<file path="src/logic/forthDecodePkg.sv">
`default_nettype none

package forthDecodePkg;

	// Instruction word
	localparam int instrWidth = 16;

	// Field positions within the instruction
	localparam int groupHi = 15;
	localparam int groupLo = 14;
	localparam int opHi    = 13;
	localparam int opLo    = 10;
	localparam int modeHi  = 9;
	localparam int modeLo  = 8;

	// Operand byte subfields
	localparam int argAHi  = 7;
	localparam int argALo  = 4;
	localparam int argBHi  = 3;
	localparam int argBLo  = 0;
	localparam int regAHi  = 5; // A register inside the high nibble
	localparam int regALo  = 4;
	localparam int regBHi  = 2; // B register inside the low nibble
	localparam int regBLo  = 0;

	// Arithmetic/logic group code
	localparam logic [1:0] groupAluLogic = 2'b01;

	typedef enum logic [1:0] {
		phaseFetch   = 2'd0,
		phaseDecode  = 2'd1,
		phaseExecute = 2'd2,
		phaseCommit  = 2'd3
	} phaseT;

	// Full 4-bit space so any operation field casts cleanly
	typedef enum logic [3:0] {
		aluNop    = 4'h0,
		aluMov    = 4'h1,
		aluAdd    = 4'h2,
		aluAdc    = 4'h3,
		aluSub    = 4'h4,
		aluSbc    = 4'h5,
		aluAnd    = 4'h6,
		aluOr     = 4'h7,
		aluXor    = 4'h8,
		aluInv    = 4'h9,
		aluShl    = 4'ha,
		aluShr    = 4'hb,
		aluRol    = 4'hc,
		aluRor    = 4'hd,
		aluSpareE = 4'he,
		aluSpareF = 4'hf
	} aluOpT;

	typedef enum logic [1:0] {
		modeRegReg = 2'd0, // A reg, B reg
		modeRegU4  = 2'd1, // A reg, B 4-bit immediate
		modeRegAU8 = 2'd2, // R0 with unsigned byte
		modeRegAS8 = 2'd3  // R0 with signed byte
	} aluModeT;

	typedef enum logic [2:0] {
		aSrcNone = 3'd0,
		aSrcRegA = 3'd1
	} aluASrcT;

	typedef enum logic [2:0] {
		bSrcNone = 3'd0,
		bSrcRegB = 3'd1,
		bSrcU4   = 3'd2,
		bSrcU8   = 3'd3,
		bSrcS8   = 3'd4
	} aluBSrcT;

	// Register file read sequences
	typedef enum logic [2:0] {
		seqNone   = 3'd0,
		seqLdaRdb = 3'd1,
		seqLdaImm = 3'd2
	} regSeqT;

endpackage

`default_nettype wire

</file>
<file path="src/logic/aluGroupDecoder.sv">
`timescale 1ns/1ps
`default_nettype none

module aluGroupDecoder (
	input  wire logic [forthDecodePkg::instrWidth-1:0] instruction,
	output forthDecodePkg::aluOpT   nextAluOp,
	output forthDecodePkg::aluASrcT nextASrc,
	output forthDecodePkg::aluBSrcT nextBSrc,
	output logic                    nextCclLoad
);

	forthDecodePkg::aluOpT   op;
	forthDecodePkg::aluModeT mode;

	// Fields straight from the latched word
	assign op   = forthDecodePkg::aluOpT'(
		instruction[forthDecodePkg::opHi:forthDecodePkg::opLo]);
	assign mode = forthDecodePkg::aluModeT'(
		instruction[forthDecodePkg::modeHi:forthDecodePkg::modeLo]);

	always_comb begin
		nextAluOp = op; // Spare codes go through unchanged
		nextASrc  = forthDecodePkg::aSrcRegA;

		// Mode only steers the B side
		case (mode)
			forthDecodePkg::modeRegReg: begin
				nextBSrc = forthDecodePkg::bSrcRegB;
			end
			forthDecodePkg::modeRegU4: begin
				nextBSrc = forthDecodePkg::bSrcU4;
			end
			forthDecodePkg::modeRegAU8: begin
				nextBSrc = forthDecodePkg::bSrcU8;
			end
			forthDecodePkg::modeRegAS8: begin
				nextBSrc = forthDecodePkg::bSrcS8;
			end
			default: begin
				nextBSrc = forthDecodePkg::bSrcNone;
			end
		endcase

		// MOV leaves the flags alone
		nextCclLoad = (op != forthDecodePkg::aluMov);
	end

endmodule

`default_nettype wire

</file>
<file path="src/logic/controlLatch.sv">
`timescale 1ns/1ps
`default_nettype none

module controlLatch (
	input  wire logic clk,
	input  wire logic reset,
	input  wire logic pcEnable,
	input  wire logic decode,
	input  wire logic [1:0] group,
	input  wire forthDecodePkg::regSeqT  nextRegSeq,
	input  wire logic [1:0]              nextRegAAddr,
	input  wire logic [2:0]              nextRegBAddr,
	input  wire forthDecodePkg::aluOpT   nextAluOp,
	input  wire logic                    nextCclLoad,
	input  wire forthDecodePkg::aluASrcT nextASrc,
	input  wire forthDecodePkg::aluBSrcT nextBSrc,
	input  wire logic [3:0]              nextArgA,
	input  wire logic [3:0]              nextArgB,
	output forthDecodePkg::regSeqT  regSeq,
	output logic [1:0]              regAAddr,
	output logic [2:0]              regBAddr,
	output forthDecodePkg::aluOpT   aluOp,
	output logic                    cclLoad,
	output forthDecodePkg::aluASrcT aluASrc,
	output forthDecodePkg::aluBSrcT aluBSrc,
	output logic [3:0]              argA,
	output logic [3:0]              argB
);

	logic loadEn;
	logic isAlu;

	assign loadEn = pcEnable && decode; // Edge leaving DECODE
	assign isAlu  = (group == forthDecodePkg::groupAluLogic);

	always_ff @(posedge clk) begin
		if (reset || (loadEn && !isAlu)) begin
			// Idle word also used for every non-ALU group
			regSeq   <= forthDecodePkg::seqNone;
			regAAddr <= '0;
			regBAddr <= '0;
			aluOp    <= forthDecodePkg::aluNop;
			cclLoad  <= 1'b0;
			aluASrc  <= forthDecodePkg::aSrcNone;
			aluBSrc  <= forthDecodePkg::bSrcNone;
			argA     <= '0;
			argB     <= '0;
		end else if (loadEn) begin
			regSeq   <= nextRegSeq;
			regAAddr <= nextRegAAddr;
			regBAddr <= nextRegBAddr;
			aluOp    <= nextAluOp;
			cclLoad  <= nextCclLoad;
			aluASrc  <= nextASrc;
			aluBSrc  <= nextBSrc;
			argA     <= nextArgA;
			argB     <= nextArgB;
		end
	end

endmodule

`default_nettype wire

</file>
<file path="src/logic/forthDecodeUnit.sv">
`timescale 1ns/1ps
`default_nettype none

module forthDecodeUnit (
	input  wire logic clk,
	input  wire logic reset,
	input  wire logic pcEnable,
	input  wire logic [forthDecodePkg::instrWidth-1:0] din,
	output logic fetch,
	output logic decode,
	output logic execute,
	output logic commit,
	output logic [forthDecodePkg::instrWidth-1:0] instruction,
	output forthDecodePkg::regSeqT  regSeq,
	output logic [1:0]              regAAddr,
	output logic [2:0]              regBAddr,
	output forthDecodePkg::aluOpT   aluOp,
	output logic                    cclLoad,
	output forthDecodePkg::aluASrcT aluASrc,
	output forthDecodePkg::aluBSrcT aluBSrc,
	output logic [3:0]              argA,
	output logic [3:0]              argB
);

	// Combinational decode results
	forthDecodePkg::aluOpT   nextAluOp;
	forthDecodePkg::aluASrcT nextASrc;
	forthDecodePkg::aluBSrcT nextBSrc;
	logic                    nextCclLoad;
	forthDecodePkg::regSeqT  nextRegSeq;
	logic [1:0]              nextRegAAddr;
	logic [2:0]              nextRegBAddr;
	logic [3:0]              nextArgA;
	logic [3:0]              nextArgB;

	phaseSequencer sequencer (
		.clk        (clk),
		.reset      (reset),
		.pcEnable   (pcEnable),
		.din        (din),
		.fetch      (fetch),
		.decode     (decode),
		.execute    (execute),
		.commit     (commit),
		.instruction(instruction)
	);

	aluGroupDecoder aluDecoder (
		.instruction(instruction),
		.nextAluOp  (nextAluOp),
		.nextASrc   (nextASrc),
		.nextBSrc   (nextBSrc),
		.nextCclLoad(nextCclLoad)
	);

	operandDecoder argDecoder (
		.instruction (instruction),
		.nextRegSeq  (nextRegSeq),
		.nextRegAAddr(nextRegAAddr),
		.nextRegBAddr(nextRegBAddr),
		.nextArgA    (nextArgA),
		.nextArgB    (nextArgB)
	);

	controlLatch latch (
		.clk         (clk),
		.reset       (reset),
		.pcEnable    (pcEnable),
		.decode      (decode),
		.group       (instruction[forthDecodePkg::groupHi:forthDecodePkg::groupLo]),
		.nextRegSeq  (nextRegSeq),
		.nextRegAAddr(nextRegAAddr),
		.nextRegBAddr(nextRegBAddr),
		.nextAluOp   (nextAluOp),
		.nextCclLoad (nextCclLoad),
		.nextASrc    (nextASrc),
		.nextBSrc    (nextBSrc),
		.nextArgA    (nextArgA),
		.nextArgB    (nextArgB),
		.regSeq      (regSeq),
		.regAAddr    (regAAddr),
		.regBAddr    (regBAddr),
		.aluOp       (aluOp),
		.cclLoad     (cclLoad),
		.aluASrc     (aluASrc),
		.aluBSrc     (aluBSrc),
		.argA        (argA),
		.argB        (argB)
	);

endmodule

`default_nettype wire

</file>
<file path="src/logic/operandDecoder.sv">
`timescale 1ns/1ps
`default_nettype none

module operandDecoder (
	input  wire logic [forthDecodePkg::instrWidth-1:0] instruction,
	output forthDecodePkg::regSeqT nextRegSeq,
	output logic [1:0]             nextRegAAddr,
	output logic [2:0]             nextRegBAddr,
	output logic [3:0]             nextArgA,
	output logic [3:0]             nextArgB
);

	forthDecodePkg::aluModeT mode;
	logic [1:0]              regAField;
	logic [2:0]              regBField;

	assign mode = forthDecodePkg::aluModeT'(
		instruction[forthDecodePkg::modeHi:forthDecodePkg::modeLo]);

	// Register fields out of the operand byte
	assign regAField = instruction[forthDecodePkg::regAHi:forthDecodePkg::regALo];
	assign regBField = instruction[forthDecodePkg::regBHi:forthDecodePkg::regBLo];

	always_comb begin
		nextRegSeq   = forthDecodePkg::seqNone;
		nextRegAAddr = '0;
		nextRegBAddr = '0;

		case (mode)
			forthDecodePkg::modeRegReg: begin
				// Both operands from the register file
				nextRegSeq   = forthDecodePkg::seqLdaRdb;
				nextRegAAddr = regAField;
				nextRegBAddr = regBField;
			end
			forthDecodePkg::modeRegU4: begin
				nextRegSeq   = forthDecodePkg::seqLdaImm; // B is the low nibble
				nextRegAAddr = regAField;
			end
			forthDecodePkg::modeRegAU8,
			forthDecodePkg::modeRegAS8: begin
				// Whole byte is the immediate with A fixed at R0
				nextRegSeq   = forthDecodePkg::seqLdaImm;
				nextRegAAddr = 2'd0;
			end
		endcase
	end

	// Nibbles always travel as arguments
	assign nextArgA = instruction[forthDecodePkg::argAHi:forthDecodePkg::argALo];
	assign nextArgB = instruction[forthDecodePkg::argBHi:forthDecodePkg::argBLo];

endmodule

`default_nettype wire

</file>
<file path="src/logic/phaseSequencer.sv">
`timescale 1ns/1ps
`default_nettype none

module phaseSequencer (
	input  wire logic clk,
	input  wire logic reset,
	input  wire logic pcEnable,
	input  wire logic [forthDecodePkg::instrWidth-1:0] din,
	output logic fetch,
	output logic decode,
	output logic execute,
	output logic commit,
	output logic [forthDecodePkg::instrWidth-1:0] instruction
);

	forthDecodePkg::phaseT phase;

	always_ff @(posedge clk) begin
		if (reset) begin
			phase       <= forthDecodePkg::phaseFetch;
			instruction <= '0;
		end else if (pcEnable) begin
			case (phase)
				forthDecodePkg::phaseFetch: begin
					phase       <= forthDecodePkg::phaseDecode;
					instruction <= din; // Capture on the way out of FETCH
				end
				forthDecodePkg::phaseDecode: begin
					phase <= forthDecodePkg::phaseExecute;
				end
				forthDecodePkg::phaseExecute: begin
					phase <= forthDecodePkg::phaseCommit;
				end
				default: begin
					phase <= forthDecodePkg::phaseFetch; // COMMIT wraps
				end
			endcase
		end
	end

	// One-hot phase levels
	assign fetch   = (phase == forthDecodePkg::phaseFetch);
	assign decode  = (phase == forthDecodePkg::phaseDecode);
	assign execute = (phase == forthDecodePkg::phaseExecute);
	assign commit  = (phase == forthDecodePkg::phaseCommit);

endmodule

`default_nettype wire

</file>
<file path="config.mk">
export PLATFORM = sky130hd
export DESIGN_NAME = forthDecodeUnit
export DESIGN_NICKNAME = d
export VERILOG_FILES = /design/src/logic/forthDecodePkg.sv /design/src/logic/aluGroupDecoder.sv /design/src/logic/controlLatch.sv /design/src/logic/forthDecodeUnit.sv /design/src/logic/operandDecoder.sv /design/src/logic/phaseSequencer.sv
export SDC_FILE = /design/constraint.sdc
export NUM_CORES = 1
export LEC_CHECK = 0
export BUFFER_PORTS_ARGS = -buffer_cell sky130_fd_sc_hd__buf_2
export CAP_MARGIN = 40
export CORE_MARGIN = 2
export CORE_UTILIZATION = 52
export DETAILED_ROUTE_END_ITERATION = 16
export PLACE_DENSITY = 0.88
export SLEW_MARGIN = 10
export SYNTH_ARGS = -nofsm -noshare
export SYNTH_HDL_FRONTEND = slang
export SYNTH_HIERARCHICAL = 1
export SYNTH_SLANG_ARGS = --single-unit
</file>
<file path="constraint.sdc">
create_clock -name clk -period 1.94 [get_ports clk]
set_input_delay 0.194 -clock clk [delete_from_list [all_inputs] [get_ports clk]]
set_output_delay 0.194 -clock clk [all_outputs]
set_load 0.05 [all_outputs]
</file>
# After elaboration in Yosys (flattened, before gate mapping)
# Index checks and enable logic that the tools add are counted.
# op_classes
eq_ne	8
muxes	5
reduce_logical	10
# op_table
operator	count
3-bit one-hot mux with 4 select lines	1
2-bit equality test (second input constant)	4
2-bit by 1-bit equality test with 1-bit output (second input constant)	3
2-bit one-hot mux with 3 select lines	1
3-bit one-hot mux with 2 select lines	1
2-bit zero test	2
4-bit by 1-bit != test with 1-bit output (second input constant)	1
2-bit one-hot mux with 2 select lines	1
2-bit OR reduction	2
3-bit two-way mux	1
3-bit OR reduction	1
1-bit logical AND	2
2-bit AND reduction	1
1-bit zero test	1
1-bit logical OR	1
# totals
register_bits	43
output_inout_bits	47
word_cells	34

# Logic depth before layout (Yosys ltp)
# Gate-level depths: netlist (run 1).
# depth
ltp_word	4
ltp_mapped	7
ltp_nobuf	5

# By module
# Netlist (run 1), hierarchy kept.
# by_module_without_submodules
module	n_inst	cells_per_inst	area_each_um2	seq_area_each_um2
controlLatch	1	131	1445.1	540.5
phaseSequencer	1	84	754.5	360.3
aluGroupDecoder	1	16	121.4	0.0
operandDecoder	1	17	116.4	0.0

# Worst setup path before layout (run 1)
# No wires, ideal clock.
# synth_timing
kind	reg2reg
from	register sequencer.phase[1]
to	register latch.aluASrc[0]
setup_ns	0.152
t_arrival_ns	1.618
required_time_ns	1.788
setup_slack_ns	0.170
path_stages_with_launch	7
path_buffers	2
synth_period_minus_slack_ns	1.770
cell_sequence	dfxtp_1 > inv_1 > ha_1 > buf_2 > buf_1 > a21bo_2 > a221oi_2
# synth_between
elab_chain_cells	4
# synth_lines
element	line_no	rtl
start, declared	phaseSequencer.sv:16	forthDecodePkg::phaseT phase;
start signal, assigned	phaseSequencer.sv:20	phase <= forthDecodePkg::phaseFetch;
start signal, assigned	phaseSequencer.sv:25	phase <= forthDecodePkg::phaseDecode;
start signal, assigned	phaseSequencer.sv:29	phase <= forthDecodePkg::phaseExecute;
2-bit by 1-bit equality test with 1-bit output (*)	phaseSequencer.sv:43	assign decode = (phase == forthDecodePkg::phaseDecode);
named net decode	forthDecodeUnit.sv:10	output logic decode,
1-bit logical AND (*)	controlLatch.sv:33	assign loadEn = pcEnable && decode;
1-bit logical AND	controlLatch.sv:37	if (reset || (loadEn && !isAlu)) begin
1-bit logical OR	controlLatch.sv:37	
end signal, assigned	controlLatch.sv:44	aluASrc <= forthDecodePkg::aSrcNone;
end signal, assigned	controlLatch.sv:54	aluASrc <= nextASrc;
end, declared	controlLatch.sv:24	output forthDecodePkg::aluASrcT aluASrc,
# The timed path passes the listed nets; every way through them passes the cells marked *.
# A chain may end at the register's enable or synchronous reset.

# Worst setup path in the final report (run 1)
# layout_timing
from	register sequencer.phase[0]
to	register sequencer/instruction[5] (netlist name)
# layout_between
elab_chain_cells	2
# layout_lines
element	line_no	rtl
2-bit zero test	phaseSequencer.sv:23	case (phase)
2-bit AND reduction (no line)	n/a	
end signal, assigned	phaseSequencer.sv:26	instruction <= din;
end, declared	phaseSequencer.sv:13	output logic [forthDecodePkg::instrWidth-1:0] instruction
# No other way between the ends.

==> results by group, run 1 <==
Floorplanning
  • Die Width: a little over 70 um
  • Die Span Y: about 72 um
  • Starting Density: a little over half
  • Full die area: ~5300 um^2
  • Core ar.: 4440 um^2
  • Row cnt: 24
  • # IOs: 66

Global routing
  • Overall routing resource usage: around 21%
  • First-pass GRT wire length: 8630 um
  • Vias in the first global route: about 1.9k
  • Largest net degree at the start of global routing: 30
  • Antenna violations before repair: 0
  • Total gr overflow: 0

Setup path
  • Worst endpoint required time: ~2.2 ns
  • Startpoint Class: flip-flop
  • WP data arrival: 1.76 ns
  • CP Capture Type: flip-flop
  • Crit path kind: reg -> reg
  • Worst Path Max Fanout: 16

Place
  • DP HPWL: around 3600 um
  • RD Place Congestion: 0.842
  • PortBufs: 65

Synthesis
  • Avg Inst Size Synth: between 9 and 10 um^2
  • Synth Instances: approximately 250
  • Commonest cells in the netlist: dfxtp_1, nand2_1, a21bo_2, nand3_1, a221oi_2
  • FF+latch count, synth: 45
  • Cell accounting for the most synthesized area: dfxtp_1
  • Sequential area share after synthesis: approximately 37%
  • Mapped Area: 2440 um^2
  • Main area contributors after synthesis: dfxtp_1, a221oi_2, a21bo_2
  • Async S/R FF share, synth: 0%
  • Distinct cell type count of the synthesized netlist: 30
  • Post-synth EDFFs: 0
  • Share of the synthesized area in the top cell type: 37.0%
  • Primary FF master, synth: dfxtp_1
  • Most common cell in the netlist: dfxtp_1
  • Ys Warns: 6

Routing
  • Total Wirelength: ~5300 um
  • Drt pass-1 iters: 6
  • Remaining DRCs: 0
  • DR WL/cell: roughly 16 um
  • Vias per cell: 5.69
  • Initial DRC Count: 200
  • DR vias: just under 2k
  • Post-DRT Antenna Nets: 0

Power
  • Power density over cell area: ~810 nW/um^2
  • Leak: about 1.1 nW
  • Switching power: 798 uW
  • Sequential power share: roughly 47%
  • Logic pwr share: 26.2%
  • VDD IR max: 0.537 mV
  • Net Sw Frac: 36.6%
  • Clk pwr share: 27.2%
  • Internal power: between 1 and 1.5 mW

Clocking
  • Clk root buf: clkbuf_8
  • Htree depth: 2
  • Total CTS buffers: 5
  • Clk_lat worst skew: between 0.3 and 0.4 ns
  • CTS Buffer Depth: 2
  • Sink Count: 45
  • Cts repair resizes: 0
  • CTS Hold Bufs: 0
  • CTS clk-pin slew, worst paths: approximately 0.08 ns
  • CTS tree: yes
  • Post-CTS setup buffers: 0

Timing
  • Minimum clock period: between 1.5 and 2 ns
  • Relative slew slack: 59.0%
  • Final Hold Fails: 0
  • Clk_skew: ~0.013 ns
  • Final Cycle Share: approximately four fifths
  • Slew Limit Fails: 0
  • TNS Setup: 0 ns
  • Tightest Pin Transition: roughly 0.6 ns
  • F_max: 659 MHz
  • Setup violations, final: 0
  • RSZ-0062 raised after global routing: false

Cells and area
  • Share of post-route cells with drive strength above 1: between 40% and 50%
  • Area of the multi-input gates: approximately 1200 um^2
  • Net count reported at finish: roughly 310
  • Sequential standard cell area: 901 um^2
  • Area delta synth->final: 11.0%
  • Fill cell count: around 380
  • Ant diodes: 0
  • Final standard cell utilization of the core: between 60% and 70%

Outcome
  • Status: finished, final reports clean

Flow run
  • Max_cap viols: 0

Min path
  • HP Class: in -> reg
final cells by class:
| type | count | share of cell area, % |
|---|---|---|
| clock inverter | 3 | 0.833 |
| multi-input combinational | 158 | 45.7 |
| sequential | 45 | 33.3 |
| timing repair buffer | 73 | 14.7 |
| inverter | 4 | 0.555 |
| clock buffer | 5 | 2.54 |
| tap | 52 | 2.41 |
per-stage QoR:
stage               setup WS [ns]  hold WS (ns)  instance area (um^2)  total power [mW]  std cells
global route                0.294         0.120                  2710              2.28        340
CTS                         0.418         0.119                  2710              2.19        340
finish                      0.422         0.124                  2710              2.18        340
global placement            0.518         0.437                  2610              1.59        332
detailed placement          0.430         0.443                  2610              1.61        332
floorplan                   0.170         0.330                  2440              1.54        249
power by group through the flow:
stage	sequential [mW]	combinational (mW)	clock [mW]
floorplan	1.17	0.365	0
global placement	1.04	0.557	0
CTS	1.02	0.570	0.607
detailed placement	1.04	0.568	0
finish	1.02	0.570	0.591
global route	1.02	0.610	0.650
cells by family after synthesis:
logic type               Yosys count  share of synthesized area (%)
flip-flops                        45                           37.0
AO/OA/AOI/OAI                     71                           31.1
other                              3                          0.462
buffers and inverters             46                           12.6
AND/OR/NAND/NOR                   74                           14.4
multiplexers                       2                          0.873
adder cells (fa/ha/maj)            7                           3.59
final timing paths:
check / from / endpoint / slack (ns) / depth (start not counted)
max: sequencer/phase[0]$_SDFFE_PP0P_ / sequencer/instruction[5]$_SDFFE_PP0P_ / 0.42 / 5
min: din[10] / sequencer/instruction[10]$_SDFFE_PP0P_ / 0.12 / 3
max reg2reg: sequencer/phase[0]$_SDFFE_PP0P_ / sequencer/instruction[5]$_SDFFE_PP0P_ / 0.42 / 5
min reg2reg: sequencer/instruction[15]$_SDFFE_PP0P_ / sequencer/instruction[15]$_SDFFE_PP0P_ / 0.47 / 2
sequential cells by signal (all words and copies together) (netlist names):
name and count:
latch/cclLoad 1, latch/argB 4, latch/regAAddr 2, latch/aluOp 4, latch/regBAddr 3, sequencer/phase 2
latch/regSeq 3, latch/argA 4, latch/aluBSrc 3, latch/aluASrc 3, sequencer/instruction 16
placed cells by master (no fill, tap or decap):
| cell | n |
|---|---|
| a21oi_1 | 6 |
| clkbuf_8 | 5 |
| mux2i_1 | 1 |
| ha_1 | 6 |
| a221oi_1 | 7 |
| conb_1 | 4 |
| nor2b_1 | 2 |
| buf_4 | 7 |
| or2_1 | 1 |
| inv_1 | 4 |
| or2_2 | 1 |
| ha_2 | 1 |
| mux2_2 | 1 |
| a21bo_2 | 27 |
| buf_2 | 65 |
| nor2_1 | 3 |
| nand2b_1 | 1 |
| nand2_1 | 33 |
| o21bai_1 | 1 |
| dfxtp_1 | 45 |
| nor3b_1 | 3 |
| a21oi_2 | 10 |
| nand3_1 | 27 |
| buf_12 | 1 |
| or4b_1 | 1 |
| a221oi_2 | 20 |
| clkinvlp_4 | 3 |
| and2_4 | 2 |
worst max-delay path, stage by stage (launching register included):
cell,delay [ns]
dfxtp_1,0.38
inv_1,0.10
ha_1,0.26
nand2_1,0.43
nand2_1,0.14
a21oi_2,0.15
routing by layer:
metal  share of wire [%]  up-vias  routed length [um]  global-route usage [%]
met3                 6.3        4                 331                    5.28
met1                  45      927                2400                    26.8
met2                  47       67                2490                    33.2
met5                   0        -                   0                       0
met4                0.95        0                  50                    7.82
li1                    -      935                   -                       -
(Power assumes the default switching activity.)
==> run 2: changes to the inputs <==
==> constraint.sdc (replaced) <==
create_clock -name clk -period 1.5 [get_ports clk]
set_input_delay 0.15 -clock clk [delete_from_list [all_inputs] [get_ports clk]]
set_output_delay 0.15 -clock clk [all_outputs]
set_load 0.05 [all_outputs]
==> run 2 against run 1 <==
Clock-buffer cell count rose by 2. Via count fell by 1.4%. First-iteration DRC count fell by 20%. Utilization rose by 1.4 points. Worst hold slack got worse by 0.042 ns. Critical path depth fell by 2.
==> results by group, run 2 (synthesis gave the netlist of run 1 again) <==
Outcome
  • Status: finished, final reports clean

Timing
  • F_max: around 700 MHz
  • RSZ-0062 raised after global routing: false
  • Final Hold Fails: 0
  • Clk_skew: 0.00821 ns
  • Slew Limit Fails: 0
  • Final Cycle Share: 95.3%
  • WHS: between 0.08 and 0.09 ns
  • TNS Setup: 0 ns
  • Setup violations, final: 0
  • Minimum clock period: 1.43 ns

Setup path
  • WP data arrival: 1.28 ns
  • Startpoint Class: flip-flop
  • CP Capture Type: output port
  • Worst endpoint required time: about 1.4 ns
  • Worst Path Max Fanout: 4
  • Crit path kind: reg -> out

Routing
  • DR vias: roughly 1.9k
  • Remaining DRCs: 0
  • DR WL/cell: 15.1 um
  • Initial DRC Count: 160
  • Post-DRT Antenna Nets: 0
  • Total Wirelength: 5150 um
  • Drt pass-1 iters: 4
  • Vias per cell: 5.60

Power
  • Sequential power share: 45.2%
  • Net Sw Frac: between 30% and 40%
  • Total Power: a little under 3 mW
  • Logic pwr share: about a quarter
  • Clk pwr share: roughly 28%
  • Switching power: 1.00 mW
  • Internal power: about 1.9 mW
  • VDD IR max: between 0.5 and 0.6 mV
  • Leak: ~1.1 nW
  • Power density over cell area: between 1000 and 1500 nW/um^2

Cells and area
  • Final standard cell utilization of the core: between 60 and 70%
  • Cell Count, Final, Fillers Out: 340
  • Sequential standard cell area: 905 um^2
  • Leading cell type in the layout, fill and taps excluded: buf_2
  • Area delta synth->final: 13.6%
  • Largest register FFs: 16
  • Net count reported at finish: ~310
  • Top reg by flops: sequencer/instruction
  • Fill cell count: approximately 380
  • Commonest non-fill, non-tap cells in the layout: buf_2, dfxtp_1, nand2_1
  • Share of post-route cells with drive strength above 1: about half
  • Ant diodes: 0
  • Area of the multi-input gates: ~1200 um^2

Clocking
  • Total CTS buffers: 5
  • CTS clk-pin slew, worst paths: roughly 0.08 ns
  • Htree depth: 2
  • CTS Hold Bufs: 0
  • Clk_lat worst skew: roughly 0.30 ns
  • CTS tree: yes
  • CTS Buffer Depth: 2
  • Clk root buf: clkbuf_8
  • Sink Count: 45
  • Post-CTS setup buffers: 0
  • Cts repair resizes: 0

Flow run
  • Max_cap viols: 0

Floorplanning
  • Row cnt: 24
  • Die Span Y: between 70 and 80 um
  • Starting Density: a little over half
  • Core ar.: 4440 um^2
  • Full die area: around 5300 um^2
  • # IOs: 66
  • Die Width: 72.5 um

Global routing
  • First-pass GRT wire length: around 8700 um
  • Antenna violations before repair: 0
  • Vias in the first global route: approximately 1.8k
  • Total gr overflow: 0
  • Overall routing resource usage: approximately a fifth
  • Largest net degree at the start of global routing: 46

Place
  • DP HPWL: around 3500 um
  • Cells after DPL: about 330
  • PortBufs: 65
  • RD Place Congestion: about 0.74

Min path
  • HP Class: in -> reg
## run 2: changes by cell type in the layout (fill, tap and decap cells not counted), sizes merged
cell / change
clkinvlp: -3
clkbuf: +2
clkinv: +1
## run 2: layout make-up
cell class | count | area share (%)
multi-input combinational | 158 | 45.1
timing repair buffer | 73 | 15.7
sequential | 45 | 32.7
inverter | 4 | 0.542
tap | 52 | 2.35
clock buffer | 7 | 3.48
clock inverter | 1 | 0.181
## run 2: per-layer routing
layer | vias up | track usage (%) | share of wire, %
met2 | 58 | 31.9 | 47
li1 | 941 | - | -
met5 | - | 0 | 0
met1 | 898 | 28.6 | 46
met3 | 8 | 5.83 | 5.6
met4 | 0 | 8.44 | 1.7
## run 2: power by group through the flow
stage          sequential (mW)  clock [mW]  combinational (mW)
6_report                  1.32       0.818               0.778
5_1_grt                   1.33       0.895               0.835
4_1_cts                   1.32       0.835               0.781
3_5_place_dp              1.34           0               0.779
3_3_place_gp              1.34           0               0.762
2_1_floorplan             1.52           0               0.485
## run 2: worst paths after layout
| kind | from | endpoint | slack (ns) | depth (start not counted) |
|---|---|---|---|---|
| min | din[10] | sequencer/instruction[10]$_SDFFE_PP0P_ | 0.08 | 3 |
| min reg2reg | sequencer/instruction[15]$_SDFFE_PP0P_ | sequencer/instruction[15]$_SDFFE_PP0P_ | 0.48 | 2 |
| max reg2reg | sequencer/phase[0]$_SDFFE_PP0P_ | latch/argB[3]$_SDFFE_PP0P_ | 0.10 | 3 |
| max | sequencer/phase[0]$_SDFFE_PP0P_ | fetch | 0.07 | 3 |
## run 2: worst max-delay path, cell delays in order (launching register included)
cell	delay, ns
dfxtp_1	0.36
inv_1	0.12
ha_2	0.23
buf_2	0.28
## run 2: stage by stage
stage / worst slack, ns / instance area [um^2]
finish: 0.0698 / 2770
global route: 0.0168 / 2770
CTS: 0.0653 / 2770
detailed placement: 0.119 / 2670
global placement: 0.169 / 2670
floorplan: 0.00659 / 2460
==> run 3: changes to the inputs <==
--- a/config.mk
+++ b/config.mk
@@ -8,9 +8,10 @@
 export BUFFER_PORTS_ARGS = -buffer_cell sky130_fd_sc_hd__buf_2
 export CAP_MARGIN = 40
 export CORE_MARGIN = 2
-export CORE_UTILIZATION = 52
+export CORE_UTILIZATION = 54
+export CTS_BUF_LIST = sky130_fd_sc_hd__clkbuf_8
 export DETAILED_ROUTE_END_ITERATION = 16
-export PLACE_DENSITY = 0.88
+export PLACE_DENSITY = 0.82
 export SLEW_MARGIN = 10
 export SYNTH_ARGS = -nofsm -noshare
 export SYNTH_HDL_FRONTEND = slang
==> run 3 against run 2 <==
Flip-flop and latch count unchanged. Sequential share of layout area is 0.24 points higher. Fmax rose by 0.67%. Non-clock buffer count unchanged. Via count decreased by 0.68%. Setup slack improved by 0.0095 ns. Total power decreased by 3.1%. Largest power group unchanged. Highest routed layer unchanged.
==> results by group, run 3 (synthesis gave the netlist of run 1 again) <==
Clocking
  • Clk_lat worst skew: 0.30 ns
  • CTS clk-pin slew, worst paths: 0.08 ns
  • Total CTS buffers: 5
  • Sink Count: 45
  • Clk root buf: clkbuf_8
  • CTS Buffer Depth: 2
  • CTS Hold Bufs: 0
  • Htree depth: 2
  • CTS tree: yes

Timing
  • TNS Setup: 0 ns
  • Final Cycle Share: around 95%
  • F_max: just over 700 MHz
  • Slew Limit Fails: 0
  • Final Hold Fails: 0
  • Clk_skew: around 0.0094 ns
  • WHS: 0.0769 ns
  • Final Worst Setup Slack: between 0.07 and 0.08 ns
  • Setup violations, final: 0
  • Minimum clock period: about 1.4 ns
  • RSZ-0062 raised after global routing: false

Cells and area
  • Share of post-route cells with drive strength above 1: 51.9%
  • Leading cell type in the layout, fill and taps excluded: buf_2
  • Area of the multi-input gates: around 1300 um^2
  • Area delta synth->final: 12.9%
  • Fin area: roughly 2800 um^2
  • Top reg by flops: sequencer/instruction
  • Final standard cell utilization of the core: a little over three fifths
  • Sequential standard cell area: 906 um^2
  • Commonest non-fill, non-tap cells in the layout: buf_2, dfxtp_1, nand2_1
  • Largest register FFs: 16
  • Cell Count, Final, Fillers Out: 341
  • Ant diodes: 0
  • Fill cell count: ~360
  • Net count reported at finish: about 310

Floorplanning
  • # IOs: 66
  • Row cnt: 24
  • Core ar.: around 4400 um^2
  • Die Span Y: 71.2 um
  • Full die area: just over 5000 um^2
  • Starting Density: approximately 56%
  • Die Width: 71.2 um

Global routing
  • Overall routing resource usage: roughly a fifth
  • Total gr overflow: 0
  • Vias in the first global route: roughly 1.7k
  • First-pass GRT wire length: between 8000 and 9000 um
  • Largest net degree at the start of global routing: 55
  • Antenna violations before repair: 0

Setup path
  • WP data arrival: roughly 1.3 ns
  • Worst endpoint required time: 1.35 ns
  • Crit path kind: reg -> out
  • Startpoint Class: flip-flop
  • CP top delay family: buffers and inverters
  • CP max stage cell: dfxtp_2
  • Slowest stage delay, CP: about 0.35 ns
  • CP Capture Type: output port
  • Worst Path Max Fanout: 28
  • Critical-path cell list: inv_2 -> ha_4 -> buf_12 -> buf_4
  • Critical path buffer and inverter count: 3

Place
  • Pre-CTS setup slack: approximately 0.011 ns
  • RD Place Congestion: 0.757
  • DP HPWL: 3350 um
  • Placed instance area: about 2700 um^2
  • PortBufs: 65
  • Cells after DPL: roughly 330

Routing
  • DR WL/cell: approximately 15 um
  • Drt pass-1 iters: 4
  • Vias per cell: 5.55
  • DR vias: 1892
  • Post-DRT Antenna Nets: 0
  • Initial DRC Count: ~120
  • Remaining DRCs: 0
  • Total Wirelength: approximately 5200 um

Outcome
  • Status: finished, final reports clean

Power
  • VDD IR max: ~0.69 mV
  • Power density over cell area: approximately 1000 nW/um^2
  • Leak: around 1.1 nW
  • Total Power: ~2.8 mW

Flow run
  • Max_cap viols: 0

Min path
  • HP Class: in -> reg
[run 3: changes by cell type in the layout (fill, tap and decap cells not counted)]
cell / before / now
dfxtp_2: 3 / 4
nand2_2: 0 / 1
inv_1: 3 / 4
buf_2: 65 / 64
dfxtp_1: 42 / 41
and2_4: 2 / 3
buf_4: 4 / 6
buf_12: 4 / 3
nand2_1: 33 / 32
clkinv_2: 1 / 2
clkbuf_8: 7 / 5
[run 3: path summary, 6_finish.rpt]
| check | to | slack [ns] | start | depth (start not counted) |
|---|---|---|---|---|
| max reg2reg | latch/aluBSrc[2]$_SDFFE_PP0P_ | 0.16 | sequencer/phase[1]$_SDFFE_PP0P_ | 5 |
| min reg2reg | sequencer/instruction[14]$_SDFFE_PP0P_ | 0.49 | sequencer/instruction[14]$_SDFFE_PP0P_ | 2 |
| min | sequencer/instruction[11]$_SDFFE_PP0P_ | 0.08 | din[11] | 3 |
| max | decode | 0.08 | sequencer/phase[1]$_SDFFE_PP0P_ | 4 |
[run 3: per-layer routing]
| metal | share of wire [%] | GRT usage, % |
|---|---|---|
| met2 | 46 | 31.6 |
| met3 | 6.4 | 6.13 |
| met1 | 46 | 29.7 |
| met5 | 0 | 0 |
| met4 | 1.3 | 7.34 |
[run 3: cell type report]
type / instances / share of cell area, %
timing repair buffer: 73 / 15.5
sequential: 45 / 32.9
clock inverter: 3 / 0.500
clock buffer: 5 / 2.50
multi-input combinational: 159 / 45.7
inverter: 4 / 0.545
tap: 52 / 2.36
[run 3: where the power goes]
group	leakage, nW	switching (mW)	internal, mW	total [mW]
combinational	0.716	0.542	0.236	0.778
clock	0.0491	0.409	0.317	0.725
sequential	0.367	0.0611	1.26	1.32
total	1.13	1.01	1.81	2.82
[run 3: worst min-delay path: stages]
cell     delay [ns]
buf_2          0.09
nand2_1        0.04
a21oi_1        0.05
[run 3: timing repair]
| item | in CTS | in global routing |
|---|---|---|
| setup endpoints to repair | 2 | 15 |
| buffers inserted | 0 | 0 |
| resized for setup | 1 | 4 |
| cloned | 1 | 0 |
